==> src/rtl/audio_cfg_pkg.sv <==
/*
 * audio configuration
 * clip length, register map, codec setup table, frame timing and
 * the triangle wave that fills the sample rom
 */
package audio_cfg_pkg;

	// clip length in samples
	localparam int CLIP_LEN = 11930;

	// register map
	localparam logic [1:0] REG_RATE  = 2'd0;
	localparam logic [1:0] REG_CTRL  = 2'd1;
	localparam logic [1:0] REG_START = 2'd2;

	//----------------------------------------------------------
	// codec setup words
	//----------------------------------------------------------
	localparam int CODEC_WORDS     = 4;
	localparam int CODEC_WORD_BITS = 16;
	localparam int CODEC_BIT_W     = $clog2(CODEC_WORD_BITS);
	localparam int CODEC_IDX_W     = $clog2(CODEC_WORDS);
	// reset, power up, 16 bit i2s format, activate
	localparam logic [CODEC_WORD_BITS-1:0] CODEC_TABLE [CODEC_WORDS] =
		'{16'h1e00, 16'h0c00, 16'h0e02, 16'h1201};

	//----------------------------------------------------------
	// serial frame
	//----------------------------------------------------------
	localparam int SLOT_BITS   = 16;
	// two Clk cycles per bit
	localparam int SLOT_CLKS   = 2 * SLOT_BITS;
	localparam int FRAME_CLKS  = 2 * SLOT_CLKS;
	localparam int FRAME_CNT_W = $clog2(FRAME_CLKS);

	// triangle wave, rising for TRI_HALF samples then falling
	localparam int TRI_STEP = 32;
	localparam int TRI_HALF = 1024;
	// offset that centres the wave on zero
	localparam int TRI_BASE = TRI_HALF * TRI_STEP / 2;

endpackage

==> src/rtl/codec_init.sv <==
/*
 * codec setup sequencer
 * shifts the fixed setup words out on a two-wire port after reset,
 * MSB first, then holds init_done high
 */
`timescale 1ns/1ns

module codec_init import audio_cfg_pkg::*;
(
	input logic Clk,
	input logic rst_n,
	output logic cfg_sclk,
	output logic cfg_sdat,
	output logic init_done
);

	// position in the setup table
	logic [CODEC_BIT_W-1:0] bit_cnt;
	logic [CODEC_IDX_W-1:0] word_cnt;

	//----------------------------------------------------------
	// clock and counters
	//----------------------------------------------------------
	always_ff @(posedge Clk or negedge rst_n)
	begin
		if (!rst_n)
		begin
			cfg_sclk <= 1'b0;
			bit_cnt <= '0;
			word_cnt <= '0;
			init_done <= 1'b0;
		end
		else if (!init_done)
		begin
			cfg_sclk <= ~cfg_sclk;
			// sclk going low, move on to the next bit
			if (cfg_sclk)
			begin
				if (bit_cnt == CODEC_BIT_W'(CODEC_WORD_BITS - 1))
				begin
					bit_cnt <= '0;
					if (word_cnt == CODEC_IDX_W'(CODEC_WORDS - 1))
					begin
						// last bit of last word sent
						init_done <= 1'b1;
					end
					else
					begin
						word_cnt <= word_cnt + 1'b1;
					end
				end
				else
				begin
					bit_cnt <= bit_cnt + 1'b1;
				end
			end
		end
	end

	// data follows the counters, so it only changes while sclk is low
	// line parks low once setup is over
	always_comb
	begin
		if (init_done)
			cfg_sdat = 1'b0;
		else
			cfg_sdat = CODEC_TABLE[word_cnt][CODEC_WORD_BITS - 1 - int'(bit_cnt)];
	end

endmodule

==> config.mk <==
export PLATFORM = sky130hd
export DESIGN_NAME = codec_init
export DESIGN_NICKNAME = d
export VERILOG_FILES = /design/src/rtl/audio_cfg_pkg.sv /design/src/rtl/codec_init.sv
export SDC_FILE = /design/constraint.sdc
export NUM_CORES = 1
export LEC_CHECK = 0
export ABC_AREA = 1
export BUFFER_PORTS_ARGS = -buffer_cell sky130_fd_sc_hd__buf_2
export CAP_MARGIN = 20
export CORE_AREA = 8 8 45 47
export DETAILED_ROUTE_END_ITERATION = 16
export DIE_AREA = 0 0 53 55
export GPL_TIMING_DRIVEN = 0
export PLACE_DENSITY = 0.55
export RECOVER_POWER = 100
export SLEW_MARGIN = 30
export SYNTH_ARGS = -nofsm -noshare
export SYNTH_HDL_FRONTEND = slang
export SYNTH_SLANG_ARGS = --single-unit
==> constraint.sdc <==
create_clock -name Clk -period 2.1 [get_ports Clk]
set_input_delay 0.105 -clock Clk [delete_from_list [all_inputs] [get_ports Clk]]
set_output_delay 0.105 -clock Clk [all_outputs]
set_load 0.03 [all_outputs]
==> metrics.yaml <==
nets: 77
synth_area_per_cell_sq_um: 8.17
path_class: "reg -> out"
grt_pass1_wl_um: 1540
synth_flop_cell: "dfrtp_1"
clkTransAtPathRegs_ns: 0.06
final.setup.tns_ns: 0
rsz0062_at_grt: "no"
post_drt_wl_per_cell_um: 10.3
via_count: 377
place_hpwl_um: 684
hp-class: "in -> async"
drv_cap: 0
cts.sinks: 8
yosysMostFrequentCell: "nand2_1"
fp.dieH_um: 55
synth_top_cell_area_share_pct: 40.8
n_fill_cell: 143
postCtsSetupBuffers: 0
tightest_slew_ns: 0.436
synth_cell_types: 17
cp.arrival_ns: 1.66
synth_common_cells: "nand2_1 (13), inv_1 (10), dfrtp_1 (8), ha_1 (5)"
syn_to_final_growth_pct: 12.8
ant_nets: 0
slew_headroom_pct: 70.9
ctsHtreeMaxLevel: 1
yosysWarnings: 0
grt_max_degree: 9
drive_gt1_share_pct: 11.8
grt_pass1_vias: 383
path_max_fanout: 4
cts_tree: "done"
syn-cell-area_sq_um: 490
clock_skew_ns: 0.00511
drc_errors: 0
seq_area_frac_synth_pct: 40.8
timing.rr.start: "word_cnt[0]"
yosys-top-cells-area: "dfrtp_1 (41%), ha_1 (13%), nand2_1 (9.9%)"
grt_usage_pct: 7.41
wl_um: 864
die_area_sq_um: 2920
required_ns: 2.00
cts_inserted_buffers: 3
dr.first_iter.drc_count: 7
clockBufferDepth: 2
end_kind: "output port"
leakagePower_nw: 0.288
period_share_pct: 84.1
rows: 14
min_period_ns: 1.77
cts-root-buf: "clkbuf_4"
antenna_found_initial: 0
insertion_delay_ns: 0.26
cts_resized: 0
status: "finished, final reports clean"
worst_setup_path_start_kind: "flop"
initial_core_util_pct: 35.4
ys_ff_latch: 8
power.total_uw: 277
fmax_mhz: 566
crit_start: "word_cnt[0]"
drtPass1Iterations: 4
core_sq_um: 1380
gp_congestion: 0.730
hold_violations: 0
setup_violations: 0
synth_edf_count: 0
power_density_nw_per_um2: 502
synth_top_area_cell: "dfrtp_1"
overflow: 0
ios: 5
antenna_cells: 0
numPortBuffers: 4
ys_async_sr_fraction_pct: 100
die_width_um: 53
syn-instance-count: 60
drv_slew: 0
synthesis.nets: 67
vias_per_cell: 4.49
vdd_drop_max_v: 0.000174
## critical path: stages (launching register included)
cell and delay, ns:
dfrtp_1 0.40, inv_1 0.09, ha_1 0.30, nand3_1 0.07, nand2_1 0.09, a21oi_1 0.06, nor2_1 0.08, clkbuf_1 0.31
## registers in the layout (all words and copies together) (netlist names)
register / flops
bit_cnt: 4
cfg_sclk: 1
init_done: 1
word_cnt: 2
## metrics by stage
stage,std cells,instance area (sq um),worst slack (ns),utilization [%],hold slack [ns]
6_report,84,553,0.333,40.0,0.295
5_1_grt,84,553,0.242,40.0,0.343
4_1_cts,84,563,0.445,40.7,0.219
3_5_place_dp,80,531,0.729,38.3,-0.0405
3_3_place_gp,80,531,0.739,38.3,-0.0369
2_1_floorplan,60,490,0.677,-,-0.191
## cells in the final DEF (no fill, tap or decap)
master         instances
a21oi_1                1
nor2_1                 3
dlygate4sd3_1          1
clkinv_2               1
nand3_1                4
xnor2_1                1
clkbuf_4               3
o21ai_1                2
nor2_2                 1
xor2_1                 1
inv_1                 12
o21ai_0                4
nand2_1               13
clkbuf_1               4
dfrtp_1                8
nand3_2                2
nand2_2                1
ha_1                   5
o31ai_1                1
## cells by family after synthesis
| kind of cell | count (synthesis) | synth area share [%] |
|---|---|---|
| XOR/XNOR | 2 | 3.57 |
| flip-flops | 8 | 40.8 |
| AND/OR/NAND/NOR | 24 | 24.0 |
| AO/OA/AOI/OAI | 8 | 8.67 |
| buffers and inverters | 13 | 10.2 |
| adder cells (fa/ha/maj) | 5 | 12.8 |
## layer usage
| metal | GRT usage, % | wire length (um) | vias up |
|---|---|---|---|
| met3 | 3.74 | 72 | 5 |
| met1 | 7.38 | 399 | 161 |
| li1 | - | - | 203 |
| met4 | 6.47 | 28 | 0 |
| met5 | 0 | 0 | - |
| met2 | 11.3 | 363 | 8 |
## report_power, final
part / total, mW / internal, mW / switching (mW)
sequential: 0.154 / 0.154 / 0
combinational: 0.00470 / 0.00161 / 0.00310
clock: 0.118 / 0.0654 / 0.0529
## layout make-up
class,instances,area [sq um],area share (%)
clock buffer,3,22.5,4.07
inverter,13,50.0,9.05
multi-input combinational,39,235,42.5
sequential,8,200,36.2
tap,16,20.0,3.62
timing repair buffer,5,25.0,4.52
## timing repair
| action | 4_1_cts | 5_1_grt |
|---|---|---|
| endpoints found under the setup margin | 0 | 0 |
| hold buffers | 1 | 0 |
| endpoints found under the hold margin | 8 | 0 |
## worst paths after layout
| check | endpoint | slack (ns) | depth (start not counted) |
|---|---|---|---|
| min in group Clk | init_done | 0.51 | 2 |
| max in group asynchronous | init_done | 1.50 | 2 |
| worst min-delay path | bit_cnt[0] | 0.30 | 2 |
| worst max register to register | word_cnt[0] | 0.85 | 6 |
| worst max-delay path | cfg_sdat | 0.33 | 7 |
| worst min register to register | init_done | 0.51 | 2 |
Note: power is estimated with default switching activity, not from simulation.
