File: src/rtl/audio_types_pkg.sv
/*
 * audio types
 * vector widths with a meaning in the sound-effect path and the
 * clip player state encoding
 */
package audio_types_pkg;

	//----------------------------------------------------------
	// sample and clip position
	//----------------------------------------------------------
	// signed pcm sample sent to the codec
	typedef logic signed [15:0] sample_t;
	// index into the sample rom
	typedef logic [13:0] clip_addr_t;

	//----------------------------------------------------------
	// register interface
	//----------------------------------------------------------
	// playback rate divider
	typedef logic [15:0] rate_t;
	typedef logic [1:0] reg_addr_t;
	typedef logic [15:0] reg_data_t;

	// clip player fsm
	typedef enum logic
	{
		PLAYER_IDLE,
		PLAYER_RUN
	} player_state_t;

endpackage

File: src/rtl/audio_cfg_pkg.sv
/*
 * audio configuration
 * clip length, register map, codec setup table, frame timing and
 * the triangle wave that fills the sample rom
 */
package audio_cfg_pkg;

	// clip length in samples
	localparam int CLIP_LEN = 11930;

	// register map
	localparam logic [1:0] REG_RATE  = 2'd0;
	localparam logic [1:0] REG_CTRL  = 2'd1;
	localparam logic [1:0] REG_START = 2'd2;

	//----------------------------------------------------------
	// codec setup words
	//----------------------------------------------------------
	localparam int CODEC_WORDS     = 4;
	localparam int CODEC_WORD_BITS = 16;
	localparam int CODEC_BIT_W     = $clog2(CODEC_WORD_BITS);
	localparam int CODEC_IDX_W     = $clog2(CODEC_WORDS);
	// reset, power up, 16 bit i2s format, activate
	localparam logic [CODEC_WORD_BITS-1:0] CODEC_TABLE [CODEC_WORDS] =
		'{16'h1e00, 16'h0c00, 16'h0e02, 16'h1201};

	//----------------------------------------------------------
	// serial frame
	//----------------------------------------------------------
	localparam int SLOT_BITS   = 16;
	// two Clk cycles per bit
	localparam int SLOT_CLKS   = 2 * SLOT_BITS;
	localparam int FRAME_CLKS  = 2 * SLOT_CLKS;
	localparam int FRAME_CNT_W = $clog2(FRAME_CLKS);

	// triangle wave, rising for TRI_HALF samples then falling
	localparam int TRI_STEP = 32;
	localparam int TRI_HALF = 1024;
	// offset that centres the wave on zero
	localparam int TRI_BASE = TRI_HALF * TRI_STEP / 2;

endpackage

File: src/rtl/clip_if.sv
/*
 * clip bus
 * joins the clip player, the sample rom and the serializer
 */
`timescale 1ns/1ns

interface clip_if import audio_types_pkg::*;
();

	// play position from the player
	clip_addr_t addr;
	// high while the player is in run
	logic playing;
	// registered rom data for addr
	sample_t sample;
	// one cycle pulse at each frame start
	logic sample_req;

	//----------------------------------------------------------
	// modports
	//----------------------------------------------------------
	modport player
	(
		output addr,
		output playing,
		input sample_req
	);

	modport rom
	(
		input addr,
		output sample
	);

	modport serializer
	(
		input sample,
		input playing,
		output sample_req
	);

endinterface

File: src/rtl/clip_player.sv
/*
 * clip player
 * idle/run fsm that walks the clip address through the sample rom,
 * one step per rate period when the serializer asks for a sample
 */
`timescale 1ns/1ns

module clip_player
	import audio_types_pkg::*;
	import audio_cfg_pkg::*;
(
	input logic Clk,
	input logic rst_n,
	input logic init_done,
	input logic start,
	input logic halt,
	input rate_t rate,
	clip_if.player clip
);

	player_state_t state;
	player_state_t next_state;
	// rate counter, counts 0 through rate
	rate_t cnt;
	rate_t cnt_next;
	clip_addr_t addr_next;

	//----------------------------------------------------------
	// state, counter and address registers
	//----------------------------------------------------------
	always_ff @(posedge Clk or negedge rst_n)
	begin
		if (!rst_n)
		begin
			state <= PLAYER_IDLE;
			cnt <= '0;
			clip.addr <= '0;
		end
		else
		begin
			state <= next_state;
			cnt <= cnt_next;
			clip.addr <= addr_next;
		end
	end

	//----------------------------------------------------------
	// next state
	//----------------------------------------------------------
	always_comb
	begin
		next_state = state;
		cnt_next = '0;
		addr_next = '0;
		case (state)
			PLAYER_IDLE:
			begin
				// start only counts once the codec is set up
				if (start && init_done && !halt)
					next_state = PLAYER_RUN;
			end
			PLAYER_RUN:
			begin
				if (halt || clip.addr == clip_addr_t'(CLIP_LEN - 1))
				begin
					// clip over or game over, back to address 0
					next_state = PLAYER_IDLE;
				end
				else
				begin
					// >= so a lowered rate still wraps
					if (cnt >= rate)
						cnt_next = '0;
					else
						cnt_next = cnt + 1'b1;
					// step only when the serializer takes a sample
					if (cnt == rate && clip.sample_req)
						addr_next = clip.addr + 1'b1;
					else
						addr_next = clip.addr;
				end
			end
			default:
			begin
				next_state = PLAYER_IDLE;
			end
		endcase
	end

	assign clip.playing = (state == PLAYER_RUN);

endmodule

File: src/flat_wrapper.sv
// flat-port wrapper written by rule: the top's interface ports become plain ports
module clip_player_flat import audio_types_pkg::*; import audio_cfg_pkg::*;
  (Clk, rst_n, init_done, start, halt, rate, clip_addr, clip_playing, clip_sample_req);
  clip_if clip_i ();
  input logic Clk;
  input logic rst_n;
  input logic init_done;
  input logic start;
  input logic halt;
  input rate_t rate;
  output wire logic [$bits(clip_i.addr)-1:0] clip_addr;
  output wire logic [$bits(clip_i.playing)-1:0] clip_playing;
  input wire logic [$bits(clip_i.sample_req)-1:0] clip_sample_req;
  assign clip_addr = clip_i.addr;
  assign clip_playing = clip_i.playing;
  assign clip_i.sample_req = clip_sample_req;
  clip_player u_core (.Clk(Clk), .rst_n(rst_n), .init_done(init_done), .start(start), .halt(halt), .rate(rate), .clip(clip_i));
endmodule
File: config.mk
export PLATFORM = sky130hd
export DESIGN_NAME = clip_player_flat
export DESIGN_NICKNAME = d
export VERILOG_FILES = /design/src/rtl/audio_types_pkg.sv /design/src/rtl/audio_cfg_pkg.sv /design/src/rtl/clip_if.sv /design/src/rtl/clip_player.sv /design/src/flat_wrapper.sv
export SDC_FILE = /design/constraint.sdc
export NUM_CORES = 1
export LEC_CHECK = 0
export BUFFER_PORTS_ARGS = -buffer_cell sky130_fd_sc_hd__buf_2
export CORE_AREA = 2 2 67 69
export DETAILED_ROUTE_END_ITERATION = 16
export DIE_AREA = 0 0 69 71
export PLACE_DENSITY = 0.73
export SLEW_MARGIN = 20
export SYNTH_ARGS = -nofsm -noshare
export SYNTH_HDL_FRONTEND = slang
export SYNTH_SLANG_ARGS = --single-unit
File: constraint.sdc
create_clock -name Clk -period 1.94 [get_ports Clk]
set_input_delay 0.097 -clock Clk [delete_from_list [all_inputs] [get_ports Clk]]
set_output_delay 0.097 -clock Clk [all_outputs]
set_load 0.01 [all_outputs]
==> metrics.md <==
| Metric | Value |
|---|---|
| Pint | `0.001131 W` |
| Period utilisation layout | `106.0%` |
| Sequential group share of total power | `about 45%` |
| RSZ-0062 raised after global routing | `yes` |
| Effective utilization at floorplan | `48.60%` |
| Syn Inst Count | `215` |
| Root Buffer | `clkbuf_8` |
| Final hold vios | `0` |
| Overflow after GRT | `0` |
| Ys flop type | `dfrtp_1` |
| Num CTS Buffers | `5` |
| Non-filler cells, final | `350` |
| Final instance area | `2983 µm²` |
| Critical path type | `flop to flop` |
| Max Clk Rate | `486.2 MHz` |
| Relative slew slack | `52.21%` |
| Yosys top cell area share | `37.97%` |
| NetSw | `0.0003226 W` |
| Clk pin slew, worst setup/hold paths | `0.07 ns` |
| Sequential share of the synthesized area | `37.97%` |
| Sw frac | `22.20%` |
| Worst Skew | `0.002588 ns` |
| Final setup vio count | `22` |
| Mapped cell area | `~2000 µm²` |
| Final WS setup | `-0.1168 ns` |
| CTS tree | `yes` |
| Clk sinks | `31` |
| Crit path time final | `2.057 ns` |
| Yosys reg bits | `31` |
| Footprint of the multi-input gates | `1380 µm²` |
| Post-DR wirelength/cell | `~15 µm` |
| Vias per Instance | `5.303` |
| Core area | `4204 µm²` |
| Post-synth EDFFs | `0` |
| Initial antenna violation count | `0` |
| Routed vias | `1856` |
| Drt total wl | `5.356 mm` |
| Leakage power | `1.368 nW` |
| Final Max Tran Viols | `0` |
| Worst VDD drop | `0.0004269 V` |
| Final nets | `338` |
| GRT Overall Usage | `a little over a fifth` |
| DRT iter0 DRCs | `145` |
| Least-Margin Pin Slew | `0.7168 ns` |
| N_diodes | `0` |
| Layout cells sized above 1 | `42.28%` |
| Max_cap viols | `0` |
| Critical Path AT | `2.22 ns` |
| FF+latch area | `775.7 µm²` |
| First-pass GRT wire length | `between 8 and 9 mm` |
| Slowest stage cell, crit path | `or3_4` |
| Area after DPL | `2512 µm²` |
| Die Y | `71 µm` |
| Max Buffers Root-to-Sink | `2` |
| Pin count of the biggest net entering global routing | `32` |
| # fillers | `around 310` |
| Syn avg cell area | `9.503 µm²` |
| Worst EP required | `2.10 ns` |
| Input/output buffers | `36` |
| Critical path capture point type | `flop` |
| Total die area | `approximately 5000 µm²` |
| Ys Warns | `0` |
| Number of unique standard cell types used by synthesis | `34` |
| DRC viols | `0` |
| Clock power share | `approximately 45%` |
| Synth area leader | `dfrtp_1` |
| Std cell rows | `24` |
| Die Wd | `69 µm` |
| First-pass iteration count of the detailed router | `4` |
| Post-synth ARST share | `100.0%` |
| DP Wirelength | `3.423 mm` |
| IO Count | `37` |
| Post-synth top cells | `31 x dfrtp_1, 22 x inv_1, 21 x nor2_1` |
| Cell mode on critical path | `o21ai_1` |
| Number of global-route vias before repair | `1848` |
| Failing checks | `setup timing` |
| Syn nets | `256` |
| Pwr Density | `a little under 500 nW/µm²` |
| Critical path peak fanout | `4` |
| Largest cells by area after synthesis | `dfrtp_1 38%, ha_1 12%, xor2_1 7.3%` |
| Worst skew pair latency | `0.28 ns` |
| GPL Wtd Cong | `0.8165` |
| CP startpoint kind | `flop` |
| Combinational power share | `between 10% and 20%` |
| Layout overhead on the synthesized area | `45.99%` |
| Max incr delay on CP | `0.48 ns` |
| Hold Crit Class | `primary input to flop` |
| Cells traversed along the worst timing path | `ha_4, nand4_1, or3_4, buf_4, o21ai_1, o21ai_1, nor2b_1` |
| CTS H-tree lvls | `2` |
| Post-DRT Antenna Nets | `0` |
| Outcome | `finished with violations` |
| Placed Instances | `about 330` |
| Count leader, synth | `dfrtp_1` |
placed cells by master (no fill, tap or decap), types with 2 or more instances in the layout:
cell type / netlist / final
nor2_1: 21 / 15
ha_4: 0 / 11
xnor2_1: 10 / 10
and4_1: 4 / 4
clkbuf_8: 0 / 6
dfrtp_1: 31 / 31
a21oi_1: 8 / 7
nor2_4: 7 / 11
nor4_2: 0 / 2
nor3_1: 6 / 5
nor3_4: 0 / 2
ha_1: 19 / 8
nor2_2: 3 / 5
nand2_1: 12 / 12
dlygate4sd3_1: 0 / 2
nand4_1: 11 / 11
nand3_1: 16 / 14
inv_1: 22 / 22
xor2_1: 17 / 17
nor2b_1: 2 / 2
buf_2: 1 / 36
buf_4: 1 / 36
o21ai_1: 0 / 2
and3_1: 5 / 5
nand3_2: 0 / 2
buf_12: 1 / 2
critical path, delay by kind of cell (launching register included):
family	cells	cell delay, ns
flip-flops	1	0.42
adder cells (fa/ha/maj)	1	0.29
buffers and inverters	1	0.17
AND/OR/NAND/NOR	3	0.80
AO/OA/AOI/OAI	2	0.26
metrics by stage:
stage	utilization [%]	worst slack [ns]	setup TNS, ns	hold WS, ns	total power (W)
floorplan	-	-0.05033	-0.4733	-0.1986	0.0007228
global placement	59.76	-0.04110	-0.4416	0.1854	0.0007735
detailed placement	59.76	-0.04833	-0.5087	0.1908	0.0007746
CTS	65.00	-0.02423	-0.08903	0.04395	0.001446
global route	70.95	-0.1859	-3.405	0.08156	0.001508
finish	70.95	-0.1168	-2.071	0.06697	0.001453
path summary, 6_finish.rpt:
kind | from | end | slack, ns | depth (start not counted)
max reg2reg | u_core.cnt[5]$_DFF_PN0_ | u_core.clip.addr[1]$_DFFE_PN0P_ | -0.12 | 7
min in group asynchronous | rst_n | u_core.cnt[14]$_DFF_PN0_ | 0.40 | 2
min | init_done | u_core.clip.playing$_DFF_PN0_ | 0.07 | 3
max in group asynchronous | rst_n | u_core.clip.addr[0]$_DFFE_PN0P_ | 1.07 | 2
min reg2reg | u_core.cnt[0]$_DFF_PN0_ | u_core.cnt[0]$_DFF_PN0_ | 0.54 | 2
max | u_core.cnt[5]$_DFF_PN0_ | u_core.clip.addr[1]$_DFFE_PN0P_ | -0.12 | 7
layout make-up:
cell class / count / share of cell area (%)
Inverter: 22 / 2.768
Clock inverter: 2 / 1.174
Sequential cell: 31 / 26.01
Clock buffer: 6 / 2.768
Multi-Input combinational cell: 158 / 46.27
Tap cell: 52 / 2.181
Timing Repair Buffer: 79 / 18.83
sequential cells by signal, indices dropped and copies added (netlist names):
register	flops
u_core.clip.addr	14
u_core.cnt	16
u_core.clip.playing	1
logic make-up after synthesis:
group	Yosys count	share of synthesized area, %
XOR/XNOR	27	11.57
flip-flops	31	37.97
adder cells (fa/ha/maj)	19	11.64
buffers and inverters	26	5.817
AND/OR/NAND/NOR	96	27.19
AO/OA/AOI/OAI	16	5.818
metal layers:
| layer | GRT usage, % | up-vias | wire length [µm] |
|---|---|---|---|
| met5 | 0 | - | 0 |
| met4 | 7.625 | 0 | 101 |
| li1 | - | 905 | - |
| met2 | 37.29 | 49 | 2769 |
| met3 | 2.849 | 11 | 202 |
| met1 | 26.39 | 891 | 2283 |
power groups by stage:
stage          clock network, W  registers [W]  logic (W)
6_report               0.000656       0.000652   0.000145
5_1_grt                0.000695       0.000652   0.000161
4_1_cts                0.000670       0.000652   0.000124
3_5_place_dp                  0       0.000664   0.000110
3_3_place_gp                  0       0.000664   0.000109
2_1_floorplan                 0       0.000666  0.0000572
repair_timing:
action	CTS	global route
buffers inserted	3	9
hold buffers	2	0
setup endpoints to repair	19	29
hold endpoints to repair	32	0
cloned	0	1
gates resized for setup	10	26
pin swaps	1	8
Power figures use the tool's default switching activity.
