[src/rtl/audio_types_pkg.sv]
/*
 * audio types
 * vector widths with a meaning in the sound-effect path and the
 * clip player state encoding
 */
package audio_types_pkg;

	//----------------------------------------------------------
	// sample and clip position
	//----------------------------------------------------------
	// signed pcm sample sent to the codec
	typedef logic signed [15:0] sample_t;
	// index into the sample rom
	typedef logic [13:0] clip_addr_t;

	//----------------------------------------------------------
	// register interface
	//----------------------------------------------------------
	// playback rate divider
	typedef logic [15:0] rate_t;
	typedef logic [1:0] reg_addr_t;
	typedef logic [15:0] reg_data_t;

	// clip player fsm
	typedef enum logic
	{
		PLAYER_IDLE,
		PLAYER_RUN
	} player_state_t;

endpackage

[src/rtl/audio_cfg_pkg.sv]
/*
 * audio configuration
 * clip length, register map, codec setup table, frame timing and
 * the triangle wave that fills the sample rom
 */
package audio_cfg_pkg;

	// clip length in samples
	localparam int CLIP_LEN = 11930;

	// register map
	localparam logic [1:0] REG_RATE  = 2'd0;
	localparam logic [1:0] REG_CTRL  = 2'd1;
	localparam logic [1:0] REG_START = 2'd2;

	//----------------------------------------------------------
	// codec setup words
	//----------------------------------------------------------
	localparam int CODEC_WORDS     = 4;
	localparam int CODEC_WORD_BITS = 16;
	localparam int CODEC_BIT_W     = $clog2(CODEC_WORD_BITS);
	localparam int CODEC_IDX_W     = $clog2(CODEC_WORDS);
	// reset, power up, 16 bit i2s format, activate
	localparam logic [CODEC_WORD_BITS-1:0] CODEC_TABLE [CODEC_WORDS] =
		'{16'h1e00, 16'h0c00, 16'h0e02, 16'h1201};

	//----------------------------------------------------------
	// serial frame
	//----------------------------------------------------------
	localparam int SLOT_BITS   = 16;
	// two Clk cycles per bit
	localparam int SLOT_CLKS   = 2 * SLOT_BITS;
	localparam int FRAME_CLKS  = 2 * SLOT_CLKS;
	localparam int FRAME_CNT_W = $clog2(FRAME_CLKS);

	// triangle wave, rising for TRI_HALF samples then falling
	localparam int TRI_STEP = 32;
	localparam int TRI_HALF = 1024;
	// offset that centres the wave on zero
	localparam int TRI_BASE = TRI_HALF * TRI_STEP / 2;

endpackage

[src/rtl/clip_if.sv]
/*
 * clip bus
 * joins the clip player, the sample rom and the serializer
 */
`timescale 1ns/1ns

interface clip_if import audio_types_pkg::*;
();

	// play position from the player
	clip_addr_t addr;
	// high while the player is in run
	logic playing;
	// registered rom data for addr
	sample_t sample;
	// one cycle pulse at each frame start
	logic sample_req;

	//----------------------------------------------------------
	// modports
	//----------------------------------------------------------
	modport player
	(
		output addr,
		output playing,
		input sample_req
	);

	modport rom
	(
		input addr,
		output sample
	);

	modport serializer
	(
		input sample,
		input playing,
		output sample_req
	);

endinterface

[src/rtl/sample_serializer.sv]
/*
 * sample serializer
 * bit clock at Clk/2, word clock framing a left and a right slot,
 * the same sample sent MSB first in both slots
 */
`timescale 1ns/1ns

module sample_serializer
	import audio_types_pkg::*;
	import audio_cfg_pkg::*;
(
	input logic Clk,
	input logic rst_n,
	clip_if.serializer clip,
	output logic bclk,
	output logic lrclk,
	output logic sdata
);

	// Clk cycles within the frame, wraps at FRAME_CLKS
	logic [FRAME_CNT_W-1:0] fcnt;
	// sample of this frame, reloaded for the right slot
	sample_t frame_smp;
	logic [SLOT_BITS-1:0] shreg;

	//----------------------------------------------------------
	// frame timing
	//----------------------------------------------------------
	always_ff @(posedge Clk or negedge rst_n)
	begin
		if (!rst_n)
		begin
			fcnt <= '0;
			clip.sample_req <= 1'b0;
		end
		else
		begin
			fcnt <= fcnt + 1'b1;
			// high for the first cycle of each frame
			clip.sample_req <= (fcnt == FRAME_CNT_W'(FRAME_CLKS - 1));
		end
	end

	// even counts bclk low, upper half is the right slot
	assign bclk = fcnt[0];
	assign lrclk = fcnt[FRAME_CNT_W-1];

	//----------------------------------------------------------
	// shift register
	//----------------------------------------------------------
	always_ff @(posedge Clk or negedge rst_n)
	begin
		if (!rst_n)
		begin
			frame_smp <= '0;
			shreg <= '0;
		end
		else if (fcnt == FRAME_CNT_W'(FRAME_CLKS - 1))
		begin
			// frame start, silence unless the player runs
			frame_smp <= clip.playing ? clip.sample : '0;
			shreg <= clip.playing ? clip.sample : '0;
		end
		else if (fcnt == FRAME_CNT_W'(SLOT_CLKS - 1))
		begin
			// right slot repeats the left
			shreg <= frame_smp;
		end
		else if (fcnt[0])
		begin
			// bclk falling, next bit
			shreg <= shreg << 1;
		end
	end

	assign sdata = shreg[SLOT_BITS-1];

endmodule

[src/flat_wrapper.sv]
// flat-port wrapper written by rule: the top's interface ports become plain ports
module sample_serializer_flat import audio_types_pkg::*; import audio_cfg_pkg::*;
  (Clk, rst_n, bclk, lrclk, sdata, clip_sample, clip_playing, clip_sample_req);
  clip_if clip_i ();
  input logic Clk;
  input logic rst_n;
  output logic bclk;
  output logic lrclk;
  output logic sdata;
  input wire logic [$bits(clip_i.sample)-1:0] clip_sample;
  input wire logic [$bits(clip_i.playing)-1:0] clip_playing;
  output wire logic [$bits(clip_i.sample_req)-1:0] clip_sample_req;
  assign clip_i.sample = clip_sample;
  assign clip_i.playing = clip_playing;
  assign clip_sample_req = clip_i.sample_req;
  sample_serializer u_core (.Clk(Clk), .rst_n(rst_n), .clip(clip_i), .bclk(bclk), .lrclk(lrclk), .sdata(sdata));
endmodule
[config.mk]
export PLATFORM = sky130hd
export DESIGN_NAME = sample_serializer_flat
export DESIGN_NICKNAME = d
export VERILOG_FILES = /design/src/rtl/audio_types_pkg.sv /design/src/rtl/audio_cfg_pkg.sv /design/src/rtl/clip_if.sv /design/src/rtl/sample_serializer.sv /design/src/flat_wrapper.sv
export SDC_FILE = /design/constraint.sdc
export NUM_CORES = 1
export LEC_CHECK = 0
export ABC_AREA = 1
export BUFFER_PORTS_ARGS = -buffer_cell sky130_fd_sc_hd__buf_2
export CAP_MARGIN = 20
export CORE_MARGIN = 2
export CORE_UTILIZATION = 45
export CTS_CLUSTER_DIAMETER = 50
export DETAILED_ROUTE_END_ITERATION = 8
export PLACE_DENSITY_LB_ADDON = 0.2
export SETUP_SLACK_MARGIN = 0.3
export SLEW_MARGIN = 5
export SYNTH_ARGS = -nofsm -noshare
export SYNTH_HDL_FRONTEND = slang
export SYNTH_SLANG_ARGS = --single-unit
[constraint.sdc]
create_clock -name Clk -period 1.55 [get_ports Clk]
set_input_delay 0.31 -clock Clk [delete_from_list [all_inputs] [get_ports Clk]]
set_output_delay 0.31 -clock Clk [all_outputs]
set_load 0.01 [all_outputs]
==> results.txt, run 1 <==
Total Power: 1.74 mW
Critical Path Stages: 9
first-pass GRT wire length: 7580 µm
Multi-input gate area: 966 µm²
pin count of the biggest net entering global routing: 40
WP buf/inv: 3
Max Clk Rate: 720 MHz
Worst path slowest cell: dfrtp_2
worst path cell trace: ha_4, nand2_2, nor2_4, buf_6, buf_12, nand2_8, inv_4, nand3_4, nand3_2
ranking of synthesized cells by area: dfrtp_1 (51%), nand2_1 (15%), nand3_1 (8.9%), nand3b_1 (5.5%), or2_2 (3.6%)
placer's final routability congestion estimate: 0.721
hold_buf cts: 0
power density over the cells: 705 nW/µm²
total CTS buffers: 5
share of layout cells above drive strength 1: 0.348
NumNets Final: 286
post-synthesis sequential area ratio: 0.510
post-DP HPWL: 2730 µm
Tmin final: 1.39 ns
CP arrival: 1.62 ns
Setup Crit Path Kind: reg -> reg
number of flops mapped to enable cells by yosys: 0
Netlist Area Pre-Place: 1910 µm²
worst vdd ir: 0.551 mV
core box area: 4060 µm²
Remaining DRCs: 0
simple-gate share of the synthesized area: 0.361
Initial Util: 0.472
top-count cell post-synth: nand2_1
FF+latch area: 978 µm²
# fillers: 365
mux share of post-synthesis cell area: 0
dominant synthesized flop cell: dfrtp_1
synth unique cells: 22
Max Root-Sink Buffers: 2
area fraction of the dominant cell type after synthesis: 0.510
Avg Cell Area, Syn: 8.51 µm²
# rows: 23
Vias/cell: 5.15
die footprint: 4790 µm²
CP delay by family, top: simple AND/OR/NAND/NOR gates
# Max-Cap Violations: 0
Data required, critical path: 1.78 ns
Post-Route WL: 4590 µm
First-pass DRT Iterations: 4
Synth Instances: 225
clk_lat worst skew: 0.29 ns
Initial DRC Count: 90
Synth area leader: dfrtp_1
DR WL/cell: 14.5 µm
# clock sinks: 39
final cycle utilization of the critical path: 0.896
Critical Path Start Type: flip-flop
Crit Path Max Fanout: 5
worst hold path class: in -> async
crit path capture type: flip-flop
Post-Synth Adder-Cell Area: 0.00654
Final ANT Viol Nets: 0
setup violators final: 0
Post-synth top cells: nand2_1 (76), dfrtp_1 (39), nand3_1 (34), inv_1 (15), nand3b_1 (14)
Worst Tran Pin Value: 0.499 ns
compound-gate portion of the synthesized area: 0.0288
num ports: 23
outcome: finished, final reports clean
initial antenna violation count: 0
RSZ-0062 raised after global routing: true
Die Span Y: 69.2 µm
leak pwr: 1.15 nW
Synth Area in XOR/XNOR: 0.0183
fraction of registers with async set/reset: 1.00
I/O Buffers: 22
r2r worst-path depth: 9
Rel. slew slack: 0.668
Setup Total Neg Slack: 0 ns
Vias: 1,631
vias in the first global route: 1,577
clock slew seen by the registers of the worst setup and hold paths: 0.07 ns
die width: 69.2 µm
CTS Root Cell: clkbuf_8
Syn-to-layout area delta: 29.1%
largest family of logic cells by synthesized area: simple AND/OR/NAND/NOR gates
Syn Nets: 245
clk_skew: 0.00368 ns
yosys warns: 0
H-tree depth: 2
count of state elements after synthesis: 39
final hold vios: 0
Overflow after GRT: 0
# diodes: 0
pins over their slew limit: 0
GRT Overall Usage: 0.200
CTS tree: done
CP max stage delay: 0.39 ns
area by class of cell:
class	count	area share
well taps	50	0.0253
repair buffers	42	0.125
inverters	17	0.0304
flip-flops and latches	39	0.396
clock buffers	7	0.0309
multi-input cells	161	0.391
clock inverters	1	0.00203
registers in the layout, indices dropped and copies added, names as in the netlist:
signal / count
u_core.clip.sample_req: 1
u_core.fcnt: 6
u_core.frame_smp: 16
u_core.shreg: 16
report_power, final:
group          leakage [nW]  total [mW]  internal [mW]  switching [mW]
sequential            0.405        1.02           1.02               0
combinational         0.705      0.0623         0.0261          0.0362
clock                0.0422       0.662          0.316           0.346
total                  1.15        1.74           1.36           0.382
what timing repair did:
| item | in CTS | in global routing |
|---|---|---|
| setup endpoints to repair | 29 | 34 |
| gates resized for setup | 11 | 29 |
| setup buffers | 7 | 4 |
| pin swaps | 1 | 4 |
| cloned | 2 | 1 |
metrics by stage:
stage           util  setup slack, ns  cell area, µm²  cells  hold slack [ns]
2_1_floorplan      -            0.212            1960    225           0.0144
3_3_place_gp   0.521            0.185            2110    295            0.396
3_5_place_dp   0.521            0.158            2110    295            0.394
4_1_cts        0.578            0.170            2340    312           0.0756
5_1_grt        0.609            0.106            2470    317           0.0932
6_report       0.609            0.162            2470    317           0.0592
path summary, 6_finish.rpt:
check                                                start                              end  slack, ns
min reg2reg                u_core.frame_smp[5]$_DFFE_PN0P_  u_core.frame_smp[5]$_DFFE_PN0P_       0.48
min                                                  rst_n      u_core.shreg[1]$_DFFE_PN0P_       0.06
min in group Clk                            clip_sample[0]  u_core.frame_smp[0]$_DFFE_PN0P_       0.29
max                               u_core.fcnt[0]$_DFF_PN0_      u_core.shreg[0]$_DFFE_PN0P_       0.16
max reg2reg                       u_core.fcnt[0]$_DFF_PN0_      u_core.shreg[0]$_DFFE_PN0P_       0.16
max in group asynchronous                            rst_n         u_core.fcnt[4]$_DFF_PN0_       1.12
kinds of logic after synthesis:
kind of cell / count (synthesis)
AND/OR/NAND/NOR: 142
flip-flops: 39
buffers and inverters: 28
adder cells (fa/ha/maj): 1
XOR/XNOR: 4
AO/OA/AOI/OAI: 11
placed cells by master, fill, tap and decap left out, drive strengths merged, types with 2 or more instances in the layout:
master  count
nand2      81
buf        42
dfrtp      39
nand3      34
inv        15
nand3b     14
o21ai      11
or2        11
clkbuf      7
xor2        4
nor2        2
clkinv      2
nand4       2
routing by layer:
layer | GRT usage | routed length (µm) | vias up
li1 | - | - | 806
met2 | 0.314 | 2160 | 44
met1 | 0.272 | 2160 | 774
met4 | 0.0850 | 74 | 0
met3 | 0.0378 | 203 | 7
met5 | 0 | 0 | -
(Power assumes the default switching activity.)
==> inputs of run 2 (changes only) <==
- HOLD_SLACK_MARGIN: not set -> 0.15
==> run 2 against run 1 <==
Sequential share of layout area fell by 0.16 points. Combinational power rose by 3.2%. Critical path depth did not move. Via count barely moved. First-iteration DRC count fell by 6.7%. Global-route usage did not move. Worst hold slack improved by 0.23 ns. Non-clock buffer count rose by 1. Design area rose by 0.41%. Highest routed layer unchanged. Flip-flop and latch count did not move.
==> results.txt, run 2 (synthesized netlist as in run 1, its figures left out) <==
outcome: finished, final reports clean
Die Span Y: 69.2 µm (unchanged)
Overflow after GRT: 0 (unchanged)
finished layout cell area: 2480 µm² (+0.41%)
Post-Route WL: 4590 µm (about the same)
num ports: 23 (unchanged)
Max Root-Sink Buffers: 2 (unchanged)
Psw: 0.381 mW (-0.49%)
DR WL/cell: 14.4 µm (-0.27%)
CP startpoint: u_core.fcnt[0]$_DFF_PN0_
I/O Buffers: 22 (unchanged)
crit path capture type: flip-flop
WP buf/inv: 3 (unchanged)
Critical Path Start Type: flip-flop
Initial DRC Count: 84 (-6.7%)
placer's final routability congestion estimate: 0.721 (unchanged)
Vias: 1,632 (+0.061%)
worst vdd ir: 0.552 mV (+0.22%)
GRT Overall Usage: 0.200 (unchanged)
share of layout cells above drive strength 1: 0.347 (-0.00130)
worst r2r src: u_core.fcnt[0]$_DFF_PN0_
Crit Path Max Fanout: 5 (unchanged)
total CTS buffers: 5 (unchanged)
first-pass GRT wire length: 7580 µm (unchanged)
Setup Total Neg Slack: 0 ns (unchanged)
clock slew seen by the registers of the worst setup and hold paths: 0.07 ns (about the same)
worst path cell trace: ha_4, nand2_2, nor2_4, buf_6, buf_12, nand2_8, inv_4, nand3_4, nand3_2
biggest regs: u_core.frame_smp (16), u_core.shreg (16), u_core.fcnt (6)
worst hold path class: in -> reg
R2R Setup Slk: 0.16 ns (about the same)
Data required, critical path: 1.78 ns (about the same)
Remaining DRCs: 0 (unchanged)
clk_lat worst skew: 0.29 ns (about the same)
clock power share: 0.379 (about the same)
vias in the first global route: 1,577 (unchanged)
die footprint: 4790 µm² (unchanged)
First-pass DRT Iterations: 4 (unchanged)
sequential share of power: 0.584 (about the same)
Critical Path Stages: 9 (unchanged)
Vias/cell: 5.13 (-0.25%)
# diodes: 0 (unchanged)
CTS tree: done
initial antenna violation count: 0 (unchanged)
DP Area: 2110 µm² (unchanged)
final cycle utilization of the critical path: 0.896 (about the same)
# rows: 23 (unchanged)
hold slack: 0.287 ns (+0.228 ns)
power density over the cells: 702 nW/µm² (-0.42%)
die width: 69.2 µm (unchanged)
Sw Share: 0.219 (-0.00104)
# clock sinks: 39 (unchanged)
leak pwr: 1.16 nW (+0.36%)
pins over their slew limit: 0 (unchanged)
NumNets Final: 287 (+0.35%)
CP max stage delay: 0.39 ns (about the same)
core box area: 4060 µm² (unchanged)
post-DP HPWL: 2730 µm (unchanged)
H-tree depth: 2 (unchanged)
Final ANT Viol Nets: 0 (unchanged)
pin count of the biggest net entering global routing: 40 (unchanged)
Initial Util: 0.472 (unchanged)
Tmin final: 1.39 ns (+0.000115 ns)
FF-to-FF End: u_core.shreg[0]$_DFFE_PN0P_
commonest cells after routing, fill and taps aside: nand2_1 (59), dfrtp_1 (37), nand3_1 (32)
Logic pwr share: 0.037 (about the same)
Int Pwr: 1.36 mW (+0.12%)
final hold vios: 0 (unchanged)
Rel. slew slack: 0.666 (-0.00185)
Max Clk Rate: 720 MHz (about the same)
end-of-flow core utilization: 0.611 (+0.00247)
most common cell after layout, fill and taps aside: nand2_1
Worst Tran Pin Value: 0.501 ns (+0.00278 ns)
Setup Crit Path Kind: reg -> reg
Syn-to-layout area delta: 29.6%
critical path capture point: u_core.shreg[0]$_DFFE_PN0P_
Hold Crit Start: clip_sample[0]
CTS Root Cell: clkbuf_8
CP delay by family, top: simple AND/OR/NAND/NOR gates
setup violators final: 0 (unchanged)
Total Power: 1.74 mW (about the same)
RSZ-0062 raised after global routing: true
clk_skew: 0.00443 ns (+0.000753 ns)
# fillers: 365 (unchanged)
Worst path slowest cell: dfrtp_2
# Max-Cap Violations: 0 (unchanged)
CP arrival: 1.62 ns (about the same)
r2r worst-path depth: 9 (unchanged)
## run 2: cell count changes in the layout (fill, tap and decap cells not counted)
cell and delta:
dlygate4sd3_1 +1
## run 2: layer usage
| metal | GRT usage | share of wire |
|---|---|---|
| met1 | 0.272 | 0.48 |
| met2 | 0.314 | 0.47 |
| met3 | 0.0378 | 0.037 |
| met4 | 0.0850 | 0.017 |
| met5 | 0 | 0 |
## run 2: timing repair
action | in CTS | in global routing
pin swaps | 1 | 4
buffers inserted | 7 | 4
gates cloned | 2 | 1
hold buffers | 1 | 0
gates resized for setup | 11 | 29
endpoints found under the setup margin | 29 | 34
endpoints found under the hold margin | 39 | 0
## run 2: power groups by stage
stage               Combinational [mW]  Sequential [mW]  Clock, mW
CTS                             0.0667             1.02      0.676
global route                    0.0746             1.02      0.724
finish                          0.0643             1.02      0.660
floorplan                       0.0170             1.04          0
global placement                0.0632             1.04          0
detailed placement              0.0629             1.04          0
## run 2: area by class of cell
type                       instances  area, µm²  area share
tap                               50       62.6      0.0252
clock buffer                       7       76.3      0.0308
timing repair buffer              43        318       0.128
inverter                          17       75.1      0.0303
clock inverter                     1       5.00     0.00202
sequential                        39        978       0.394
multi-input combinational        161        966       0.389
## run 2: through the flow
step / std cells / setup slack, ns
after floorplan: 225 / 0.212
after global placement: 295 / 0.185
after detailed placement: 295 / 0.158
after CTS: 313 / 0.170
after global routing: 318 / 0.106
final: 318 / 0.161
## run 2: how the worst min path moves through the flow
stage / endpoint / cells past startpoint / slack (ns)
3_5_place_dp: u_core.shreg[1]$_DFFE_PN0P_ / 2 / 0.39
5_1_grt: u_core.shreg[0]$_DFFE_PN0P_ / 3 / 0.27
2_1_floorplan: u_core.clip.sample_req$_DFF_PN0_ / 0 / 0.01
4_1_cts: u_core.shreg[0]$_DFFE_PN0P_ / 3 / 0.27
3_3_place_gp: u_core.shreg[1]$_DFFE_PN0P_ / 2 / 0.40
6_report: u_core.frame_smp[0]$_DFFE_PN0P_ / 3 / 0.29
## run 2: worst reg2reg max path, cell delays in order (launching register included)
cell and delay, ns:
dfrtp_2 0.39, ha_4 0.17, nand2_2 0.06, nor2_4 0.16, buf_6 0.13, buf_12 0.13, nand2_8 0.09, inv_4 0.07
nand3_4 0.07, nand3_2 0.07
