**src/rtl/audio_types_pkg.sv**
```systemverilog
/*
 * audio types
 * vector widths with a meaning in the sound-effect path and the
 * clip player state encoding
 */
package audio_types_pkg;

	//----------------------------------------------------------
	// sample and clip position
	//----------------------------------------------------------
	// signed pcm sample sent to the codec
	typedef logic signed [15:0] sample_t;
	// index into the sample rom
	typedef logic [13:0] clip_addr_t;

	//----------------------------------------------------------
	// register interface
	//----------------------------------------------------------
	// playback rate divider
	typedef logic [15:0] rate_t;
	typedef logic [1:0] reg_addr_t;
	typedef logic [15:0] reg_data_t;

	// clip player fsm
	typedef enum logic
	{
		PLAYER_IDLE,
		PLAYER_RUN
	} player_state_t;

endpackage

```
**src/rtl/audio_cfg_pkg.sv**
```systemverilog
/*
 * audio configuration
 * clip length, register map, codec setup table, frame timing and
 * the triangle wave that fills the sample rom
 */
package audio_cfg_pkg;

	// clip length in samples
	localparam int CLIP_LEN = 11930;

	// register map
	localparam logic [1:0] REG_RATE  = 2'd0;
	localparam logic [1:0] REG_CTRL  = 2'd1;
	localparam logic [1:0] REG_START = 2'd2;

	//----------------------------------------------------------
	// codec setup words
	//----------------------------------------------------------
	localparam int CODEC_WORDS     = 4;
	localparam int CODEC_WORD_BITS = 16;
	localparam int CODEC_BIT_W     = $clog2(CODEC_WORD_BITS);
	localparam int CODEC_IDX_W     = $clog2(CODEC_WORDS);
	// reset, power up, 16 bit i2s format, activate
	localparam logic [CODEC_WORD_BITS-1:0] CODEC_TABLE [CODEC_WORDS] =
		'{16'h1e00, 16'h0c00, 16'h0e02, 16'h1201};

	//----------------------------------------------------------
	// serial frame
	//----------------------------------------------------------
	localparam int SLOT_BITS   = 16;
	// two Clk cycles per bit
	localparam int SLOT_CLKS   = 2 * SLOT_BITS;
	localparam int FRAME_CLKS  = 2 * SLOT_CLKS;
	localparam int FRAME_CNT_W = $clog2(FRAME_CLKS);

	// triangle wave, rising for TRI_HALF samples then falling
	localparam int TRI_STEP = 32;
	localparam int TRI_HALF = 1024;
	// offset that centres the wave on zero
	localparam int TRI_BASE = TRI_HALF * TRI_STEP / 2;

endpackage

```
**src/rtl/audio_ctrl_regs.sv**
```systemverilog
/*
 * audio control registers
 * playback rate, halt level and the start strobe for the clip player
 */
`timescale 1ns/1ns

module audio_ctrl_regs
	import audio_types_pkg::*;
	import audio_cfg_pkg::*;
(
	input logic Clk,
	input logic rst_n,
	input logic reg_wr,
	input reg_addr_t reg_addr,
	input reg_data_t reg_wdata,
	output rate_t rate,
	output logic halt,
	output logic start
);

	//----------------------------------------------------------
	// write decode
	//----------------------------------------------------------
	always_ff @(posedge Clk or negedge rst_n)
	begin
		if (!rst_n)
		begin
			rate <= '0;
			halt <= 1'b0;
		end
		else if (reg_wr)
		begin
			case (reg_addr)
				REG_RATE:
				begin
					// rate divider, used as is
					rate <= reg_wdata;
				end
				REG_CTRL:
				begin
					// bit 0 is the game-over halt
					halt <= reg_wdata[0];
				end
				default:
				begin
					// start and unused addresses hold no state
				end
			endcase
		end
	end

	//----------------------------------------------------------
	// start strobe
	//----------------------------------------------------------
	// write data is ignored, any write to REG_START fires once
	always_ff @(posedge Clk or negedge rst_n)
	begin
		if (!rst_n)
			start <= 1'b0;
		else
			start <= reg_wr && (reg_addr == REG_START);
	end

endmodule

```
**config.mk**
```make
export PLATFORM = sky130hd
export DESIGN_NAME = audio_ctrl_regs
export DESIGN_NICKNAME = d
export VERILOG_FILES = /design/src/rtl/audio_types_pkg.sv /design/src/rtl/audio_cfg_pkg.sv /design/src/rtl/audio_ctrl_regs.sv
export SDC_FILE = /design/constraint.sdc
export NUM_CORES = 1
export LEC_CHECK = 0
export BUFFER_PORTS_ARGS = -buffer_cell sky130_fd_sc_hd__buf_2
export CAP_MARGIN = 10
export CORE_MARGIN = 3
export CORE_UTILIZATION = 44
export DETAILED_ROUTE_END_ITERATION = 10
export PLACE_DENSITY = 0.81
export SLEW_MARGIN = 20
export SYNTH_ARGS = -nofsm -noshare
export SYNTH_HDL_FRONTEND = slang
export SYNTH_SLANG_ARGS = --single-unit
```
**constraint.sdc**
```tcl
create_clock -name Clk -period 1.86 [get_ports Clk]
set_clock_uncertainty 0.15 [all_clocks]
set_input_delay 0.186 -clock Clk [delete_from_list [all_inputs] [get_ports Clk]]
set_output_delay 0.186 -clock Clk [all_outputs]
set_load 0.03 [all_outputs]
```
==> impl_metrics.json, run 1 <==
{
  "status": "finished, final reports clean",
  "cp_top_family": "flip-flops",
  "critPathCapture": "rate[9]",
  "synth_simple_gate_area_share_pct": 5.235,
  "synth_top_area_share_pct": 64.98,
  "synthXorXnorAreaFrac_pct": 0,
  "antenna_cells": 0,
  "clockRootBuffer": "clkbuf_4",
  "fin_crit_ps": 1210,
  "routed_wl_um": 1731,
  "cts_tree": "built",
  "num_vias": 567,
  "ys_seq_area_share_pct": 64.98,
  "overflow": 0,
  "die_area_um2": 2088,
  "muxShareOfSynthArea_pct": 27.62,
  "vias_per_cell": 5.018,
  "r2r-start": "rate[9]$_DFFE_PN0P_",
  "grt_pass1_vias": 536,
  "path_depth": 1,
  "ys.flop_type": "dfrtp_1",
  "fmax_ghz": 0.8265,
  "cts_resized": 0,
  "worstSetupPathType": "flip-flop to output port",
  "cts_setup_buffers": 0,
  "reg2reg_depth": 1,
  "path_cells": "buf_2",
  "num_io_pins": 39,
  "yosys-top-cells-count": "dfrtp_1 (18), mux2_2 (17)",
  "hold_path_class": "input pin to flip-flop",
  "synth_compound_area_share_pct": 0,
  "std_cell_rows": 13,
  "drc": 0,
  "drt_pass1_iterations": 4,
  "hold_viol": 0,
  "power_density_nw_per_um2": 956.5,
  "startpoint": "rate[9]$_DFFE_PN0P_",
  "routedWlPerCell_um": 15.32,
  "grtUsageTotal_pct": 19.11,
  "drtAntennaViolNets": 0,
  "cts_buffer_depth": 2,
  "use_met1_pct": 21.99,
  "grtUsageMet3_pct": 5.534,
  "p_int_w": 0.0006823,
  "r2r-end": "rate[9]$_DFFE_PN0P_",
  "p_sw_w": 0.0003649,
  "cp.arrival_ps": 870,
  "slowest_delay_ps": 400,
  "crit_slowest_cell": "dfrtp_1",
  "switching_share_pct": 34.85,
  "cp_num_buf_inv": 1,
  "irDropWorstVdd_mv": 0.6552,
  "seq_power_share_pct": 47.3,
  "cap_violations": 0,
  "setup_tns_ps": 0,
  "met2_usage_pct": 31.75,
  "clk_pin_slew_ps": 100,
  "fin_nets": 121,
  "die_h_um": 45.69,
  "synth_cells": 39,
  "initial_core_util_pct": 50.14,
  "syn2layout_area_growth_pct": 57.94,
  "synth_edf_count": 0,
  "rsz0062_at_grt": "no",
  "slew_violations": 0,
  "synth-seq-cells": 18,
  "synth_nets": 60,
  "drt-initial-drc-count": 4,
  "clock_power_share_pct": 17.6,
  "worstMarginPinSlew_ps": 400.4,
  "yosysTopAreaCell": "dfrtp_1",
  "synth.cell_area_um2": 693.2,
  "hold_buffers": 17,
  "setup_viol": 0,
  "cts_max_level": 1,
  "grt_busiest_layer": "met2",
  "synth_top_family_by_area": "multiplexers",
  "avgSynthCellArea_um2": 17.77,
  "ys.warnings.count": 0,
  "grt_pass1_wl_um": 2718,
  "fin_crit_sh_pct": 65.05,
  "fin_util_pct": 79.19,
  "rrSetupSlack_ps": 930,
  "worstSetupStartpointType": "flip-flop",
  "core-area_um2": 1383,
  "synth_fa_ha_area_share_pct": 0,
  "slew-limit-headroom_pct": 73.31,
  "drive_above_1_share_pct": 63.27,
  "yosysMostFrequentCell": "dfrtp_1",
  "crit_required_ps": 1520,
  "synthTopCellsByArea": "dfrtp_1 (65%), mux2_2 (28%), nor3b_4 (2.7%)",
  "grt_max_degree": 19,
  "place.gp.congestion": 0.6555,
  "cts_buffers": 3,
  "p_comb_share_pct": 35.1,
  "synth.lib_cells_used.distinct": 6,
  "async_flop_share_pct": 100.0,
  "clkSinkCount": 18,
  "power.leakage_nw": 0.5409,
  "antenna_found_initial": 0,
  "die_w_um": 45.69,
  "clk_latency_ps": 280,
  "end_kind": "output port",
  "crit_fanout": 2,
  "port_buffers": 38
}
[sequential cells by signal, indices dropped and copies added (netlist names)]
signal / flops
rate: 16
start: 1
halt: 1
[power by group through the flow]
stage | clock network (W) | registers (W) | logic, W
floorplan | 0 | 0.000647 | 0.0000740
finish | 0.000184 | 0.000496 | 0.000367
global placement | 0 | 0.000500 | 0.000330
detailed placement | 0 | 0.000502 | 0.000337
CTS | 0.000190 | 0.000495 | 0.000364
global route | 0.000208 | 0.000503 | 0.000388
[cell families after synthesis]
group                  count (synthesis)
muxes                                 17
buffers and inverters                  1
DFF                                   18
and+or+nand+nor                        3
[metal layers]
metal | routed length (µm) | vias up
met2 | 820 | 41
met1 | 677 | 262
met3 | 155 | 8
met5 | 0 | -
met4 | 77 | 0
li1 | - | 256
[per-stage QoR]
step	setup slack (ps)	hold slack [ps]	area, µm²	power [W]	cells
after floorplan	568.9	-259.6	693.2	0.0007213	39
after global placement	534.3	-24.75	902.1	0.0008299	93
after detailed placement	520.4	-18.16	902.1	0.0008391	93
after CTS	649.5	45.55	1095	0.001050	113
after global routing	606.0	74.82	1095	0.001099	113
final	650.1	91.18	1095	0.001047	113
[final cells by class]
type,count,area (µm²)
Clock buffer,3,22.52
Fill cell,81,287.8
Multi-Input combinational cell,20,227.7
Sequential cell,18,450.4
Tap cell,15,18.77
Timing Repair Buffer,57,375.4
[layout by cell type (no fill, tap or decap)]
| cell | n |
|---|---|
| buf_2 | 38 |
| dfrtp_1 | 18 |
| mux2_2 | 17 |
| dlygate4sd3_1 | 17 |
| clkbuf_4 | 3 |
| buf_4 | 2 |
| nor3b_4 | 1 |
| nand3b_1 | 1 |
| and3b_2 | 1 |
[worst min-delay path by stage]
stage                     startpoint                   to  slack (ps)  cells past startpoint
after floorplan                rst_n     halt$_DFFE_PN0P_        -260                      0
after global placement         rst_n      start$_DFF_PN0_         -20                      1
after detailed placement       rst_n  rate[0]$_DFFE_PN0P_         -20                      1
after CTS                     reg_wr      start$_DFF_PN0_          50                      2
after global routing          reg_wr      start$_DFF_PN0_          70                      2
final                         reg_wr      start$_DFF_PN0_          90                      2
No activity file was read; power rests on OpenSTA's default activity.
==> run 2, diff against run 1 <==
--- a/config.mk
+++ b/config.mk
@@ -8,9 +8,9 @@
 export BUFFER_PORTS_ARGS = -buffer_cell sky130_fd_sc_hd__buf_2
 export CAP_MARGIN = 10
 export CORE_MARGIN = 3
-export CORE_UTILIZATION = 44
+export CORE_UTILIZATION = 41
 export DETAILED_ROUTE_END_ITERATION = 10
-export PLACE_DENSITY = 0.81
+export PLACE_DENSITY = 0.76
 export SLEW_MARGIN = 20
 export SYNTH_ARGS = -nofsm -noshare
 export SYNTH_HDL_FRONTEND = slang
==> constraint.sdc (replaced) <==
create_clock -name Clk -period 1.2 [get_ports Clk]
set_clock_uncertainty 0.15 [all_clocks]
set_input_delay 0.12 -clock Clk [delete_from_list [all_inputs] [get_ports Clk]]
set_output_delay 0.12 -clock Clk [all_outputs]
set_load 0.03 [all_outputs]
==> run 2 against run 1 <==
Against the previous run:
- flip-flop and latch count unchanged
- wire length decreased by 16%
- via count shrank 9.5%
- first-iteration DRC count decreased by 100%
- sequential power grew 54%
- clock power increased by 45%
- global-route usage shrank 4.7 points
- critical path depth did not move
- setup slack worse by 560 ps
- critical path type unchanged
- largest cell class unchanged
- largest power group unchanged
- highest routed layer is now met3
==> impl_metrics.json, run 2 (synthesis gave the netlist of run 1 again) <==
{
  "clk_pin_slew_ps": 90,
  "final_cells": 114,
  "fmax_ghz": 0.8989,
  "drt-initial-drc-count": 0,
  "initial_core_util_pct": 44.97,
  "crit_required_ps": 930,
  "cap_violations": 0,
  "status": "finished, final reports clean",
  "num-fill-cells": 111,
  "overflow": 0,
  "cp.arrival_ps": 840,
  "path_cells": "buf_2",
  "worstMarginPinSlew_ps": 384.3,
  "power_density_nw_per_um2": 1435,
  "place_area_um2": 908.4,
  "r2r-end": "rate[12]$_DFFE_PN0P_",
  "crit_slowest_cell": "dfrtp_1",
  "grt_max_degree": 19,
  "syn2layout_area_growth_pct": 60.29,
  "drc": 0,
  "cts_buffer_depth": 2,
  "place_hpwl_um": 968.7,
  "r2r-start": "rate[12]$_DFFE_PN0P_",
  "fin_util_pct": 72.08,
  "rsz0062_at_grt": "no",
  "die_h_um": 47.12,
  "clk_latency_ps": 270,
  "drive_above_1_share_pct": 62.24,
  "reg_top3": "rate: 16 flops, halt: 1 flops, start: 1 flops",
  "largest-register": "rate",
  "hold_depth": 2,
  "whs_ps": 14.82,
  "grtUsageTotal_pct": 14.43,
  "worstSetupPathType": "flip-flop to output port",
  "worstSetupStartpointType": "flip-flop",
  "routedWlPerCell_um": 12.75,
  "drt_pass1_iterations": 1,
  "cts_resized": 0,
  "setup_viol": 0,
  "place.gp.congestion": 0.6093,
  "largest_reg_flops": 16,
  "irDropWorstVdd_mv": 1.107,
  "antenna_cells": 0,
  "num_io_pins": 39,
  "drtAntennaViolNets": 0,
  "cp_top_family": "flip-flops",
  "rrSetupSlack_ps": 290,
  "hold_path_class": "input pin to flip-flop",
  "clkSinkCount": 18,
  "reg2reg_depth": 1,
  "antenna_found_initial": 0,
  "cp_num_buf_inv": 1,
  "final_common_cell": "buf_2",
  "clockRootBuffer": "clkbuf_4",
  "end_kind": "output port",
  "std_cell_rows": 14,
  "startpoint": "rate[12]$_DFFE_PN0P_",
  "port_buffers": 38,
  "fin_crit_ps": 1112,
  "grt_pass1_wl_um": 2256,
  "fin_crit_sh_pct": 92.71,
  "slew-limit-headroom_pct": 74.38,
  "core-area_um2": 1541,
  "worstHoldStart": "reg_addr[1]",
  "vias_per_cell": 4.500,
  "place_inst": 93,
  "design_area_um2": 1111,
  "slowest_delay_ps": 390,
  "die_area_um2": 2220,
  "num_vias": 513,
  "die_w_um": 47.12,
  "routed_wl_um": 1453,
  "cts_tree": "built",
  "slew_violations": 0,
  "power.leakage_nw": 0.5429,
  "min_delay_worst_endpoint": "start$_DFF_PN0_",
  "cts_buffers": 3,
  "fin_nets": 121,
  "cts_max_level": 1,
  "mostFrequentLayoutCells": "buf_2 (38), dfrtp_1 (18), dlygate4sd3_1 (18), mux2_2 (17), clkbuf_4 (3)",
  "hold_viol": 0,
  "seqCellArea_um2": 450.4,
  "crit_fanout": 2,
  "multi_input_area_um2": 227.7,
  "grt_pass1_vias": 535
}
[run 2: cell count changes in the layout (fill, tap and decap cells not counted), sizes merged]
cell	before	now
dlygate4sd3	17	18
buf	40	39
[run 2: metrics by stage]
stage | worst slack (ps) | setup TNS (ps) | total power [W]
global route | 44.23 | 0 | 0.001684
finish | 87.53 | 0 | 0.001594
detailed placement | -77.48 | -1077 | 0.001300
CTS | 77.27 | 0 | 0.001620
floorplan | -25.11 | -251.1 | 0.001118
global placement | -48.79 | -694.7 | 0.001289
[run 2: how the worst max path moves through the flow]
stage / slack, ps / end / depth (start not counted)
6_report: 90 / rate[12] / 1
5_1_grt: 40 / rate[15] / 1
4_1_cts: 80 / rate[15] / 1
3_5_place_dp: -80 / rate[1]$_DFFE_PN0P_ / 4
3_3_place_gp: -50 / rate[14]$_DFFE_PN0P_ / 4
2_1_floorplan: -30 / rate[0]$_DFFE_PN0P_ / 3
[run 2: area by class of cell]
class,count,area share [%]
Clock buffer,3,2.027
Sequential cell,18,40.54
Multi-Input combinational cell,20,20.50
Timing Repair Buffer,57,35.13
Tap cell,16,1.802
[run 2: timing repair]
item / 4_1_cts / 5_1_grt
endpoints found under the setup margin: 0 / 0
hold endpoints to repair: 36 / 0
buffers inserted: 0 / 0
hold buffers: 18 / 0
[run 2: report_power, final]
part | switching, W | internal [W] | total, W
logic | 0.000333 | 0.000229 | 0.000563
registers | 0.0000491 | 0.000715 | 0.000765
clock network | 0.000151 | 0.000116 | 0.000267
total | 0.000534 | 0.00106 | 0.00159
[run 2: metal layers]
metal / global-route usage (%) / vias to the layer above / share of wire (%) / wire, µm
li1: - / 258 / - / -
met1: 16.59 / 237 / 39 / 573
met2: 27.64 / 18 / 55 / 801
met3: 2.299 / 0 / 5.3 / 77
met4: 3.315 / 0 / 0 / 0
met5: 0 / - / 0 / 0
==> run 3, diff against run 2 <==
--- a/config.mk
+++ b/config.mk
@@ -9,6 +9,7 @@
 export CAP_MARGIN = 10
 export CORE_MARGIN = 3
 export CORE_UTILIZATION = 41
+export CTS_BUF_LIST = sky130_fd_sc_hd__clkbuf_16
 export DETAILED_ROUTE_END_ITERATION = 10
 export PLACE_DENSITY = 0.76
 export SLEW_MARGIN = 20
==> run 3 against run 2 <==
Against the previous run:
- setup slack better by 39 ps
- first-iteration DRC count is 1 higher
- cell area increased by 3.8%
- clock power is 140% higher
- maximum frequency rose by 3.6%
- register-to-register slack about the same
- critical path depth rose by 2
- wire length is 1.5% higher
- die area stayed put
- sequential power barely moved
- clock-buffer cell count did not move
==> impl_metrics.json, run 3 (synthesis gave the netlist of run 1 again) <==
{
  "design_area_um2": 1154,
  "drive_above_1_share_pct": 62.89,
  "place_ws_ps": -77.48,
  "drt_pass1_iterations": 2,
  "drc": 0,
  "grt_max_degree": 19,
  "largest-register": "rate",
  "crit_fanout": 1,
  "port_buffers": 38,
  "irDropWorstVdd_mv": 1.200,
  "routedWlPerCell_um": 13.05,
  "num_vias": 521,
  "reg_top3": "rate: 16 flops, halt: 1 flops, start: 1 flops",
  "crit_required_ps": 1170,
  "power.leakage_nw": 0.5619,
  "antenna_found_initial": 0,
  "vias_per_cell": 4.611,
  "hold_buffers": 17,
  "syn2layout_area_growth_pct": 66.43,
  "routed_wl_um": 1475,
  "slew_violations": 0,
  "cap_violations": 0,
  "drt-initial-drc-count": 1,
  "core-area_um2": 1541,
  "initial_core_util_pct": 44.97,
  "grt_pass1_wl_um": 2297,
  "slew-limit-headroom_pct": 74.27,
  "fmax_ghz": 0.9315,
  "grtUsageTotal_pct": 14.89,
  "die_h_um": 47.12,
  "fin_crit_sh_pct": 89.46,
  "setup_viol": 0,
  "grt_pass1_vias": 546,
  "setup_slack_ps": 126.5,
  "clk_pin_slew_ps": 50,
  "hold_viol": 0,
  "cts_buffer_depth": 2,
  "setup_tns_ps": 0,
  "cts_tree": "built",
  "cts_setup_buffers": 0,
  "cts_buffers": 3,
  "worstMarginPinSlew_ps": 385.9,
  "mostFrequentLayoutCells": "buf_2 (38), dfrtp_1 (18), mux2_2 (17), dlygate4sd3_1 (17), clkbuf_16 (3)",
  "rsz0062_at_grt": "no",
  "end_kind": "flip-flop",
  "antenna_cells": 0,
  "whs_ps": 34.61,
  "fin_crit_ps": 1074,
  "cp.arrival_ps": 1050,
  "place_hpwl_um": 968.7,
  "final_cells": 113,
  "cts_resized": 0,
  "worstSetupStartpointType": "input pin",
  "power_density_nw_per_um2": 1698,
  "place_inst": 93,
  "clockRootBuffer": "clkbuf_16",
  "overflow": 0,
  "std_cell_rows": 14,
  "place.gp.congestion": 0.6093,
  "clk_latency_ps": 240,
  "cts_max_level": 1,
  "final_common_cell": "buf_2",
  "largest_reg_flops": 16,
  "place_area_um2": 908.4,
  "die_w_um": 47.12,
  "hold_path_class": "input pin to flip-flop",
  "clkSinkCount": 18,
  "worstSetupPathType": "input pin to flip-flop",
  "num_io_pins": 39,
  "fin_nets": 120,
  "status": "finished, final reports clean",
  "drtAntennaViolNets": 0,
  "die_area_um2": 2220
}
run 3: stage by stage:
step | utilization, % | power, W
6_report | 74.84 | 0.001959
4_1_cts | 74.84 | 0.001975
3_3_place_gp | 58.93 | 0.001289
5_1_grt | 74.84 | 0.002051
2_1_floorplan | - | 0.001118
3_5_place_dp | 58.93 | 0.001300
run 3: power breakdown:
group,total (W),internal [W],switching [W],leakage [nW]
Sequential,0.000767,0.000718,0.0000487,0.215
Combinational,0.000562,0.000227,0.000335,0.310
Clock,0.000630,0.000437,0.000194,0.0370
Total,0.00196,0.00138,0.000577,0.562
run 3: layout make-up:
cell class / count / area (µm²)
Sequential cell: 18 / 450.4
Fill cell: 109 / 387.9
Timing Repair Buffer: 56 / 380.4
Multi-Input combinational cell: 20 / 227.7
Clock buffer: 3 / 75.07
Tap cell: 16 / 20.02
run 3: routing by layer:
layer | wire, µm | vias to the layer above | track usage [%]
li1 | - | 255 | -
met1 | 627 | 246 | 18.45
met2 | 756 | 18 | 25.47
met3 | 79 | 2 | 3.448
met4 | 12 | 0 | 4.972
met5 | 0 | - | 0
run 3: worst paths after layout:
| kind | slack, ps | start | endpoint | cells past startpoint |
|---|---|---|---|---|
| setup / recovery | 130 | reg_wdata[5] | rate[5]$_DFFE_PN0P_ | 3 |
| hold / removal | 30 | reg_wr | start$_DFF_PN0_ | 2 |
| setup reg to reg | 290 | rate[5]$_DFFE_PN0P_ | rate[5]$_DFFE_PN0P_ | 1 |
| hold reg to reg | 350 | rate[3]$_DFFE_PN0P_ | rate[3]$_DFFE_PN0P_ | 1 |
| max in group asynchronous | 410 | rst_n | rate[7]$_DFFE_PN0P_ | 2 |
| min in group asynchronous | 210 | rst_n | rate[6]$_DFFE_PN0P_ | 2 |
run 3: critical path, stage by stage:
cell and delay, ps:
dlygate4sd3_1 540, buf_2 120, mux2_2 260
